### src/source/lrsc_pkg.sv
/*
 * Shared widths, encodings and channel structs of the LR/SC adapter.
 * Widths are fixed here. Reservations are tracked per 32-bit word.
 * Bursts and sideband fields are not carried.
 */
`default_nettype none

package lrsc_pkg;

    localparam int unsigned ADDR_W = 32;
    localparam int unsigned DATA_W = 32;
    localparam int unsigned ID_W   = 2;
    localparam int unsigned STRB_W = DATA_W / 8;

    typedef logic [ADDR_W-1:0] addr_t;
    typedef logic [ADDR_W-3:0] word_addr_t;
    typedef logic [ID_W-1:0]   id_t;
    typedef logic [DATA_W-1:0] data_t;

    typedef enum logic [1:0] {
        RESP_OKAY   = 2'b00,
        RESP_EXOKAY = 2'b01,
        RESP_SLVERR = 2'b10,
        RESP_DECERR = 2'b11
    } resp_e;

    // What to do with the write response once its turn comes
    typedef enum logic [1:0] {
        WR_REGULAR   = 2'd0,
        WR_EXCLUSIVE = 2'd1,
        WR_INJECT    = 2'd2
    } wr_status_e;

    typedef struct packed {
        addr_t addr;
        id_t   id;
        logic  lock;
    } rd_req_t;

    typedef struct packed {
        addr_t             addr;
        id_t               id;
        logic              lock;
        data_t             data;
        logic [STRB_W-1:0] strb;
    } wr_req_t;

    typedef struct packed {
        id_t   id;
        data_t data;
        resp_e resp;
    } rd_rsp_t;

    typedef struct packed {
        id_t   id;
        resp_e resp;
    } wr_rsp_t;

    typedef struct packed {
        wr_status_e status;
        id_t        id;
    } wr_status_t;

endpackage

`default_nettype wire
### src/source/lrsc_adapter.sv
/*
 * LR/SC adapter top. Adds exclusive access inside [EXCL_BEGIN, EXCL_END]
 * for a slave without it. Single-word accesses only. The slave must
 * answer each channel in request order.
 */
`timescale 1ns/1ps
`default_nettype none

module lrsc_adapter #(
    parameter lrsc_pkg::addr_t EXCL_BEGIN     = '0,
    parameter lrsc_pkg::addr_t EXCL_END       = '0,
    parameter int unsigned     MAX_READ_TXNS  = 4,
    parameter int unsigned     MAX_WRITE_TXNS = 4
) (
    input  wire                      clk_i,
    input  wire                      rst_ni,
    // Upstream master side
    input  wire lrsc_pkg::rd_req_t   up_rd_req_i,
    input  wire                      up_rd_valid_i,
    output logic                     up_rd_ready_o,
    input  wire lrsc_pkg::wr_req_t   up_wr_req_i,
    input  wire                      up_wr_valid_i,
    output logic                     up_wr_ready_o,
    output lrsc_pkg::rd_rsp_t        up_rd_rsp_o,
    output logic                     up_rd_rsp_valid_o,
    input  wire                      up_rd_rsp_ready_i,
    output lrsc_pkg::wr_rsp_t        up_wr_rsp_o,
    output logic                     up_wr_rsp_valid_o,
    input  wire                      up_wr_rsp_ready_i,
    // Downstream slave side
    output lrsc_pkg::rd_req_t        dn_rd_req_o,
    output logic                     dn_rd_valid_o,
    input  wire                      dn_rd_ready_i,
    output lrsc_pkg::wr_req_t        dn_wr_req_o,
    output logic                     dn_wr_valid_o,
    input  wire                      dn_wr_ready_i,
    input  wire lrsc_pkg::rd_rsp_t   dn_rd_rsp_i,
    input  wire                      dn_rd_rsp_valid_i,
    output logic                     dn_rd_rsp_ready_o,
    input  wire lrsc_pkg::wr_rsp_t   dn_wr_rsp_i,
    input  wire                      dn_wr_rsp_valid_i,
    output logic                     dn_wr_rsp_ready_o
);

    logic                 res_set;
    lrsc_pkg::id_t        res_set_id;
    lrsc_pkg::word_addr_t res_set_addr;
    lrsc_pkg::id_t        check_id;
    lrsc_pkg::word_addr_t check_addr;
    logic                 check_res;
    logic                 clear;
    lrsc_pkg::wr_status_t status;
    logic                 status_push;
    logic                 status_full;

    lrsc_read_path #(
        .EXCL_BEGIN    (EXCL_BEGIN),
        .EXCL_END      (EXCL_END),
        .MAX_READ_TXNS (MAX_READ_TXNS)
    ) u_read_path (
        .clk_i             (clk_i),
        .rst_ni            (rst_ni),
        .up_rd_req_i       (up_rd_req_i),
        .up_rd_valid_i     (up_rd_valid_i),
        .up_rd_ready_o     (up_rd_ready_o),
        .dn_rd_req_o       (dn_rd_req_o),
        .dn_rd_valid_o     (dn_rd_valid_o),
        .dn_rd_ready_i     (dn_rd_ready_i),
        .dn_rd_rsp_i       (dn_rd_rsp_i),
        .dn_rd_rsp_valid_i (dn_rd_rsp_valid_i),
        .dn_rd_rsp_ready_o (dn_rd_rsp_ready_o),
        .up_rd_rsp_o       (up_rd_rsp_o),
        .up_rd_rsp_valid_o (up_rd_rsp_valid_o),
        .up_rd_rsp_ready_i (up_rd_rsp_ready_i),
        .res_set_o         (res_set),
        .res_set_id_o      (res_set_id),
        .res_set_addr_o    (res_set_addr)
    );

    lrsc_write_path #(
        .EXCL_BEGIN (EXCL_BEGIN),
        .EXCL_END   (EXCL_END)
    ) u_write_path (
        .up_wr_req_i   (up_wr_req_i),
        .up_wr_valid_i (up_wr_valid_i),
        .up_wr_ready_o (up_wr_ready_o),
        .dn_wr_req_o   (dn_wr_req_o),
        .dn_wr_valid_o (dn_wr_valid_o),
        .dn_wr_ready_i (dn_wr_ready_i),
        .check_id_o    (check_id),
        .check_addr_o  (check_addr),
        .check_res_i   (check_res),
        .clear_o       (clear),
        .status_o      (status),
        .status_push_o (status_push),
        .status_full_i (status_full)
    );

    lrsc_write_resp #(
        .MAX_WRITE_TXNS (MAX_WRITE_TXNS)
    ) u_write_resp (
        .clk_i             (clk_i),
        .rst_ni            (rst_ni),
        .status_i          (status),
        .status_push_i     (status_push),
        .status_full_o     (status_full),
        .dn_wr_rsp_i       (dn_wr_rsp_i),
        .dn_wr_rsp_valid_i (dn_wr_rsp_valid_i),
        .dn_wr_rsp_ready_o (dn_wr_rsp_ready_o),
        .up_wr_rsp_o       (up_wr_rsp_o),
        .up_wr_rsp_valid_o (up_wr_rsp_valid_o),
        .up_wr_rsp_ready_i (up_wr_rsp_ready_i)
    );

    lrsc_res_table u_res_table (
        .clk_i        (clk_i),
        .rst_ni       (rst_ni),
        .set_i        (res_set),
        .set_id_i     (res_set_id),
        .set_addr_i   (res_set_addr),
        .check_id_i   (check_id),
        .check_addr_i (check_addr),
        .check_res_o  (check_res),
        .clear_i      (clear)
    );

endmodule

`default_nettype wire

### src/source/lrsc_write_resp.sv
/*
 * Write response merge. The status FIFO head decides whether the next
 * upstream response is injected or taken from downstream. The slave must
 * answer writes in order. Responses leave through an output register.
 */
`timescale 1ns/1ps
`default_nettype none

module lrsc_write_resp #(
    parameter int unsigned MAX_WRITE_TXNS = 4
) (
    input  wire                        clk_i,
    input  wire                        rst_ni,
    input  wire lrsc_pkg::wr_status_t  status_i,
    input  wire                        status_push_i,
    output logic                       status_full_o,
    input  wire lrsc_pkg::wr_rsp_t     dn_wr_rsp_i,
    input  wire                        dn_wr_rsp_valid_i,
    output logic                       dn_wr_rsp_ready_o,
    output lrsc_pkg::wr_rsp_t          up_wr_rsp_o,
    output logic                       up_wr_rsp_valid_o,
    input  wire                        up_wr_rsp_ready_i
);

    lrsc_pkg::wr_status_t head;
    lrsc_pkg::wr_rsp_t    rsp_d;
    logic                 empty;
    logic                 take;
    logic                 reg_ready;

    lrsc_fifo #(
        .WIDTH ($bits(lrsc_pkg::wr_status_t)),
        .DEPTH (MAX_WRITE_TXNS)
    ) u_status_fifo (
        .clk_i   (clk_i),
        .rst_ni  (rst_ni),
        .push_i  (status_push_i),
        .data_i  (status_i),
        .full_o  (status_full_o),
        .pop_i   (take),
        .data_o  (head),
        .empty_o (empty)
    );

    assign reg_ready = !up_wr_rsp_valid_o || up_wr_rsp_ready_i;

    always_comb begin
        dn_wr_rsp_ready_o = 1'b0;
        take              = 1'b0;
        rsp_d             = dn_wr_rsp_i;
        if (!empty) begin
            if (head.status == lrsc_pkg::WR_INJECT) begin
                // Dropped write gets a plain OKAY
                rsp_d.id   = head.id;
                rsp_d.resp = lrsc_pkg::RESP_OKAY;
                take       = reg_ready;
            end else begin
                dn_wr_rsp_ready_o = reg_ready;
                take              = reg_ready && dn_wr_rsp_valid_i;
                if (!dn_wr_rsp_i.resp[1]) begin
                    rsp_d.resp = (head.status == lrsc_pkg::WR_EXCLUSIVE) ?
                                 lrsc_pkg::RESP_EXOKAY : lrsc_pkg::RESP_OKAY;
                end
            end
        end
    end

    always_ff @(posedge clk_i or negedge rst_ni) begin
        if (!rst_ni) begin
            up_wr_rsp_valid_o <= 1'b0;
        end else if (reg_ready) begin
            up_wr_rsp_valid_o <= take;
        end
    end

    always_ff @(posedge clk_i) begin
        if (take) begin
            up_wr_rsp_o <= rsp_d;
        end
    end

endmodule

`default_nettype wire

### src/source/lrsc_write_path.sv
/*
 * Write request decision of the LR/SC adapter. Purely combinational.
 * A failing exclusive write is accepted without a downstream request.
 * Every accepted write pushes one status record.
 */
`timescale 1ns/1ps
`default_nettype none

module lrsc_write_path #(
    parameter lrsc_pkg::addr_t EXCL_BEGIN = '0,
    parameter lrsc_pkg::addr_t EXCL_END   = '0
) (
    input  wire lrsc_pkg::wr_req_t   up_wr_req_i,
    input  wire                      up_wr_valid_i,
    output logic                     up_wr_ready_o,
    output lrsc_pkg::wr_req_t        dn_wr_req_o,
    output logic                     dn_wr_valid_o,
    input  wire                      dn_wr_ready_i,
    output lrsc_pkg::id_t            check_id_o,
    output lrsc_pkg::word_addr_t     check_addr_o,
    input  wire                      check_res_i,
    output logic                     clear_o,
    output lrsc_pkg::wr_status_t     status_o,
    output logic                     status_push_o,
    input  wire                      status_full_i
);

    logic in_window;
    logic excl;
    logic drop;
    logic accept;

    assign in_window = (up_wr_req_i.addr >= EXCL_BEGIN) && (up_wr_req_i.addr <= EXCL_END);
    assign excl      = in_window && up_wr_req_i.lock;

    assign check_id_o   = up_wr_req_i.id;
    assign check_addr_o = up_wr_req_i.addr[lrsc_pkg::ADDR_W-1:2];

    // Exclusive write that lost its reservation
    assign drop = excl && !check_res_i;

    always_comb begin
        dn_wr_req_o      = up_wr_req_i;
        dn_wr_req_o.lock = 1'b0;
    end

    assign dn_wr_valid_o = up_wr_valid_i && !status_full_i && !drop;
    assign up_wr_ready_o = !status_full_i && (drop || dn_wr_ready_i);
    assign accept        = up_wr_valid_i && up_wr_ready_o;

    // Any forwarded write in the window kills reservations on its word
    assign clear_o = accept && in_window && !drop;

    assign status_push_o = accept;
    assign status_o.id   = up_wr_req_i.id;

    always_comb begin
        if (drop) begin
            status_o.status = lrsc_pkg::WR_INJECT;
        end else if (excl) begin
            status_o.status = lrsc_pkg::WR_EXCLUSIVE;
        end else begin
            status_o.status = lrsc_pkg::WR_REGULAR;
        end
    end

endmodule

`default_nettype wire

### src/source/lrsc_read_path.sv
/*
 * Read channel of the LR/SC adapter. Requests pass straight through while
 * the in-flight record has room. The slave must answer reads in order.
 * Responses leave through an output register.
 */
`timescale 1ns/1ps
`default_nettype none

module lrsc_read_path #(
    parameter lrsc_pkg::addr_t EXCL_BEGIN    = '0,
    parameter lrsc_pkg::addr_t EXCL_END      = '0,
    parameter int unsigned     MAX_READ_TXNS = 4
) (
    input  wire                      clk_i,
    input  wire                      rst_ni,
    input  wire lrsc_pkg::rd_req_t   up_rd_req_i,
    input  wire                      up_rd_valid_i,
    output logic                     up_rd_ready_o,
    output lrsc_pkg::rd_req_t        dn_rd_req_o,
    output logic                     dn_rd_valid_o,
    input  wire                      dn_rd_ready_i,
    input  wire lrsc_pkg::rd_rsp_t   dn_rd_rsp_i,
    input  wire                      dn_rd_rsp_valid_i,
    output logic                     dn_rd_rsp_ready_o,
    output lrsc_pkg::rd_rsp_t        up_rd_rsp_o,
    output logic                     up_rd_rsp_valid_o,
    input  wire                      up_rd_rsp_ready_i,
    output logic                     res_set_o,
    output lrsc_pkg::id_t            res_set_id_o,
    output lrsc_pkg::word_addr_t     res_set_addr_o
);

    logic              excl;
    logic              accept;
    logic              fifo_full;
    logic              fifo_empty;
    logic              head_excl;
    logic              rsp_take;
    lrsc_pkg::rd_rsp_t rsp_d;

    assign excl = up_rd_req_i.lock && (up_rd_req_i.addr >= EXCL_BEGIN)
                  && (up_rd_req_i.addr <= EXCL_END);

    // Downstream never sees an exclusive access
    assign dn_rd_req_o.addr = up_rd_req_i.addr;
    assign dn_rd_req_o.id   = up_rd_req_i.id;
    assign dn_rd_req_o.lock = 1'b0;

    assign dn_rd_valid_o = up_rd_valid_i && !fifo_full;
    assign up_rd_ready_o = dn_rd_ready_i && !fifo_full;
    assign accept        = dn_rd_valid_o && dn_rd_ready_i;

    assign res_set_o      = accept && excl;
    assign res_set_id_o   = up_rd_req_i.id;
    assign res_set_addr_o = up_rd_req_i.addr[lrsc_pkg::ADDR_W-1:2];

    // One exclusive flag per outstanding read
    lrsc_fifo #(
        .WIDTH (1),
        .DEPTH (MAX_READ_TXNS)
    ) u_rd_fifo (
        .clk_i   (clk_i),
        .rst_ni  (rst_ni),
        .push_i  (accept),
        .data_i  (excl),
        .full_o  (fifo_full),
        .pop_i   (rsp_take),
        .data_o  (head_excl),
        .empty_o (fifo_empty)
    );

    assign dn_rd_rsp_ready_o = !up_rd_rsp_valid_o || up_rd_rsp_ready_i;
    assign rsp_take          = dn_rd_rsp_valid_i && dn_rd_rsp_ready_o && !fifo_empty;

    always_comb begin
        rsp_d = dn_rd_rsp_i;
        // Error responses keep their code
        if (!dn_rd_rsp_i.resp[1]) begin
            rsp_d.resp = head_excl ? lrsc_pkg::RESP_EXOKAY : lrsc_pkg::RESP_OKAY;
        end
    end

    always_ff @(posedge clk_i or negedge rst_ni) begin
        if (!rst_ni) begin
            up_rd_rsp_valid_o <= 1'b0;
        end else if (dn_rd_rsp_ready_o) begin
            up_rd_rsp_valid_o <= rsp_take;
        end
    end

    always_ff @(posedge clk_i) begin
        if (rsp_take) begin
            up_rd_rsp_o <= rsp_d;
        end
    end

endmodule

`default_nettype wire

### src/source/lrsc_res_table.sv
/*
 * Reservation table with one word reservation per ID.
 * The check is combinational. A clear drops every entry on the checked
 * word, then a same-cycle set writes its own entry.
 */
`timescale 1ns/1ps
`default_nettype none

module lrsc_res_table (
    input  wire                        clk_i,
    input  wire                        rst_ni,
    input  wire                        set_i,
    input  wire lrsc_pkg::id_t         set_id_i,
    input  wire lrsc_pkg::word_addr_t  set_addr_i,
    input  wire lrsc_pkg::id_t         check_id_i,
    input  wire lrsc_pkg::word_addr_t  check_addr_i,
    output logic                       check_res_o,
    input  wire                        clear_i
);

    localparam int unsigned N_IDS = 2 ** lrsc_pkg::ID_W;

    logic [N_IDS-1:0]     valid_q;
    logic [N_IDS-1:0]     valid_d;
    logic [N_IDS-1:0]     match;
    lrsc_pkg::word_addr_t addr_q [N_IDS];

    // Entries that hold a reservation on the checked word
    always_comb begin
        for (int i = 0; i < N_IDS; i++) begin
            match[i] = valid_q[i] && (addr_q[i] == check_addr_i);
        end
    end

    assign check_res_o = match[check_id_i];

    always_comb begin
        valid_d = valid_q;
        if (clear_i) begin
            valid_d = valid_d & ~match;
        end
        // Set wins over the clear
        if (set_i) begin
            valid_d[set_id_i] = 1'b1;
        end
    end

    always_ff @(posedge clk_i or negedge rst_ni) begin
        if (!rst_ni) begin
            valid_q <= '0;
        end else begin
            valid_q <= valid_d;
        end
    end

    always_ff @(posedge clk_i) begin
        if (set_i) begin
            addr_q[set_id_i] <= set_addr_i;
        end
    end

endmodule

`default_nettype wire

### src/source/lrsc_fifo.sv
/*
 * Synchronous FIFO, not fall-through. Pushes while full and pops while
 * empty are ignored. Storage has no reset.
 */
`timescale 1ns/1ps
`default_nettype none

module lrsc_fifo #(
    parameter int unsigned WIDTH = 8,
    parameter int unsigned DEPTH = 4
) (
    input  wire              clk_i,
    input  wire              rst_ni,
    input  wire              push_i,
    input  wire [WIDTH-1:0]  data_i,
    output logic             full_o,
    input  wire              pop_i,
    output logic [WIDTH-1:0] data_o,
    output logic             empty_o
);

    localparam int unsigned PTR_W = (DEPTH > 1) ? $clog2(DEPTH) : 1;
    localparam int unsigned CNT_W = $clog2(DEPTH + 1);

    logic [WIDTH-1:0] mem_q [DEPTH];
    logic [PTR_W-1:0] wr_ptr_q;
    logic [PTR_W-1:0] rd_ptr_q;
    logic [CNT_W-1:0] count_q;
    logic             do_push;
    logic             do_pop;

    function automatic logic [PTR_W-1:0] next_ptr(input logic [PTR_W-1:0] ptr);
        return (ptr == PTR_W'(DEPTH - 1)) ? '0 : ptr + 1'b1;
    endfunction

    assign full_o  = (count_q == CNT_W'(DEPTH));
    assign empty_o = (count_q == '0);
    assign do_push = push_i && !full_o;
    assign do_pop  = pop_i && !empty_o;
    assign data_o  = mem_q[rd_ptr_q];

    always_ff @(posedge clk_i or negedge rst_ni) begin
        if (!rst_ni) begin
            wr_ptr_q <= '0;
            rd_ptr_q <= '0;
            count_q  <= '0;
        end else begin
            if (do_push) begin
                wr_ptr_q <= next_ptr(wr_ptr_q);
            end
            if (do_pop) begin
                rd_ptr_q <= next_ptr(rd_ptr_q);
            end
            if (do_push && !do_pop) begin
                count_q <= count_q + 1'b1;
            end else if (do_pop && !do_push) begin
                count_q <= count_q - 1'b1;
            end
        end
    end

    always_ff @(posedge clk_i) begin
        if (do_push) begin
            mem_q[wr_ptr_q] <= data_i;
        end
    end

endmodule

`default_nettype wire

### config.mk
export PLATFORM = sky130hd
export DESIGN_NAME = lrsc_adapter
export DESIGN_NICKNAME = d
export VERILOG_FILES = /design/src/source/lrsc_pkg.sv /design/src/source/lrsc_adapter.sv /design/src/source/lrsc_write_resp.sv /design/src/source/lrsc_write_path.sv /design/src/source/lrsc_read_path.sv /design/src/source/lrsc_res_table.sv /design/src/source/lrsc_fifo.sv
export SDC_FILE = /design/constraint.sdc
export NUM_CORES = 1
export LEC_CHECK = 0
export ABC_AREA = 1
export BUFFER_PORTS_ARGS = -buffer_cell sky130_fd_sc_hd__buf_4
export CORE_ASPECT_RATIO = 0.5
export CORE_UTILIZATION = 41
export CTS_CLUSTER_SIZE = 12
export DETAILED_ROUTE_END_ITERATION = 8
export PLACE_DENSITY = 0.74
export SLEW_MARGIN = 20
export SYNTH_ARGS = -nofsm -noshare
export SYNTH_HDL_FRONTEND = slang
export SYNTH_HIERARCHICAL = 1
export SYNTH_SLANG_ARGS = --single-unit
export TNS_END_PERCENT = 30
### constraint.sdc
create_clock -name clk_i -period 6.6 [get_ports clk_i]
set_input_delay 1.32 -clock clk_i [delete_from_list [all_inputs] [get_ports clk_i]]
set_output_delay 1.32 -clock clk_i [all_outputs]
set_load 0.01 [all_outputs]
==> metrics.txt <==
period utilization 0.630; hold_ws 505 ps; Critical Path Source up_wr_req_i[58]; GP Congestion 0.828; Seq/Total Area, Yosys 0.559; Vias/cell 4.42; first-pass GRT wire length 32.0 mm; VDD IR max 0.204 mV; fin nets 1247; die footprint 26500 um2; clock latency on the worst-skew pair 440 ps; core area 25200 um2; WP data required 5280 ps; Port Buffer Count 235; CTS max path bufs 2; Pint 2.43 mW; Crit Path Category primary input to primary output; slowest CP cell xnor2_1; I/O Pins 310; P_sw 0.983 mW; #FFs+latches synth 200; FF-to-FF setup slack 3650 ps; DRT iter0 DRCs 339; hold buffers post-CTS 0; Reg-to-Reg Start u_write_resp/u_status_fifo/rd_ptr_q[0]; RSZ-0062 raised after global routing false; commonest non-fill, non-tap cell in the layout buf_4; dpl hpwl 16.1 mm; GR Overflow Total 0; Sink Count 200; initial antenna violation count 0; Ys Warns 6; drt drc 0; xor and xnor area share after synthesis 0.0807; Synth async-reset ratio 0.100; CP cell instances buf_4 -> xnor2_1 -> nand2_1 -> nor2_1 -> nand2_1 -> nor2_1 -> nand3_1 -> nand3_1 -> nand2_1 -> inv_1 -> inv_1 -> nand3_2 -> nand2_1 -> inv_1 -> buf_4; share of cells above drive strength 1 0.279; # setup viols final 0; Post-CTS Setup Bufs 0; max_cap viols 0; final wirelength 21.2 mm; Tmin final 4160 ps; outcome complete, no violations; # rows 41; critical path fanouts, max 7; Slew Limit Fails 0; PwrDens 286 nW/um2; number of global-route vias before repair 6237; Main synth FF type edfxtp_1; Clock Power Share 0.319; leakage 5.06 nW; initial cell density of the core 0.419; fin worst setup slack 2440 ps; mux contribution to synthesized area 0.00107; total track usage 0.159; CP Launch Type primary input; main combinational cell family by area after synthesis buffers and inverters; Num CTS Buffers 17; syn_area_per_cell 10.4 um2; Synthesized Nets 1184; Post-Syn Area 10600 um2; CP Data Arrival Time 2840 ps; power share of the combinational group 0.216; clock root buffer clkbuf_16; Distinct cells, synth 36; clk_skew 8.41 ps; P&R area growth vs syn 12.8%; Gate Count Post-Synth 1014; Sum Neg Setup Slack 0 ps; Post-CTS Resized 0; number of synthesized flops with an enable pin 180; Sw Ratio 0.288; r2r worst-path depth 12; Final ANT Viol Nets 0; Hold Vio Cnt, Final 0; Max Freq 0.241 GHz; Worst path most repeated cell nand2_1; Seq pwr share 0.466; total number of vias 6342; most frequent cells in the layout 240 x buf_4, 208 x nand2_1, 180 x edfxtp_1, 109 x inv_1, 107 x nor2_1; Design Area, Final 11900 um2; CTS tree built; adder and majority gate portion of the synthesized area 0.0180; clock-pin slew on the worst setup and hold paths 70 ps; Worst-Margin Slew 924 ps; largest net degree at the start of global routing 39; H-tree depth 4; dpl cell area 11300 um2; Hold Crit Class flip-flop to flip-flop; Synth Area in Compound Gates 0.0137; DIE HEIGHT 116 um; detailed-route wire length per cell 14.8 um; DIE WIDTH 229 um; Crit path largest cell delay 210 ps; DR pass1 iterations 7; worst rel slew slack 0.383; pre-CTS setup slack 2470 ps; diode count 0; Post-Synth Simple-Gate Area 0.144; reg2reg end u_write_resp/u_status_fifo/count_q[1]; crit path to dn_wr_valid_o; Setup crit end kind primary output
==> area by class of cell <==
type,instances,area (um2)
clock buffer,20,467
clock inverter,12,156
fill,2235,13300
inverter,112,420
multi-input combinational,506,2750
sequential,200,5910
tap,344,430
timing repair buffer,240,1800
==> critical path, delay by kind of cell <==
family | cells | cell delay, ps
AND/OR/NAND/NOR | 9 | 880
XOR/XNOR | 1 | 210
buffers and inverters | 5 | 430
==> per-layer routing <==
layer,global-route usage,wire [um]
met2,0.295,11100
met5,0,0
met4,0.0800,733
met3,0.0352,881
met1,0.174,8460
==> sequential cells by signal, summed over array words and instances (netlist names), 3 cells and up <==
name / count
u_read_path/u_rd_fifo/count_q: 3
u_read_path/u_rd_fifo/mem_q: 4
u_read_path/up_rd_rsp_o: 36
u_res_table/addr_q: 120
u_res_table/valid_q: 4
u_write_resp/u_status_fifo/count_q: 3
u_write_resp/u_status_fifo/mem_q: 16
u_write_resp/up_wr_rsp_o: 4
==> cell usage after synthesis (all sizes together), types with 5 or more instances <==
library cell / number / area (um2)
inv: 112 / 420
nand2: 212 / 811
o211ai: 9 / 72.6
nand3: 32 / 180
nor2: 118 / 460
xnor2: 77 / 704
o21ai: 8 / 43.8
nand4: 6 / 37.5
edfxtp: 180 / 5410
dfrtp: 20 / 500
xor2: 17 / 149
buf: 195 / 1510
ha: 12 / 150
a21oi: 5 / 28.8
==> kinds of logic (layout without fill, tap and decap cells) <==
kind of cell               Yosys count  count (layout)
AOI/OAI and AO/OA                   22              22
xor gates and xnor gates            94              94
adders and majority gates           14              14
buffers and inverters              308             384
DFF                                200             200
muxes                                1               1
other                                2               2
and+or+nand+nor                    373             373
==> power by group through the flow <==
stage	clock, mW	combinational (mW)	sequential (mW)
floorplan	0	0.525	1.63
global placement	0	0.707	1.61
detailed placement	0	0.744	1.62
CTS	1.12	0.747	1.59
global route	1.16	0.838	1.61
finish	1.09	0.736	1.59
==> how the worst min path moves through the flow <==
stage | slack (ps) | startpoint | cells past startpoint | endpoint
3_3_place_gp | 470 | u_res_table/valid_q[2] | 2 | u_res_table/valid_q[2]
2_1_floorplan | 450 | u_res_table/valid_q[1] | 2 | u_res_table/valid_q[1]
5_1_grt | 520 | u_res_table/valid_q[2] | 2 | u_res_table/valid_q[2]
4_1_cts | 500 | u_res_table/valid_q[3] | 2 | u_res_table/valid_q[3]
3_5_place_dp | 480 | u_res_table/valid_q[3] | 2 | u_res_table/valid_q[3]
6_report | 500 | u_res_table/valid_q[3] | 2 | u_res_table/valid_q[3]
==> per-stage QoR <==
stage | cells | util | power, mW
2_1_floorplan | 1014 | - | 2.15
3_3_place_gp | 1402 | 0.448 | 2.32
3_5_place_dp | 1402 | 0.448 | 2.36
4_1_cts | 1434 | 0.473 | 3.46
5_1_grt | 1434 | 0.473 | 3.61
6_report | 1434 | 0.473 | 3.42
No activity file was read; power rests on OpenSTA's default activity.
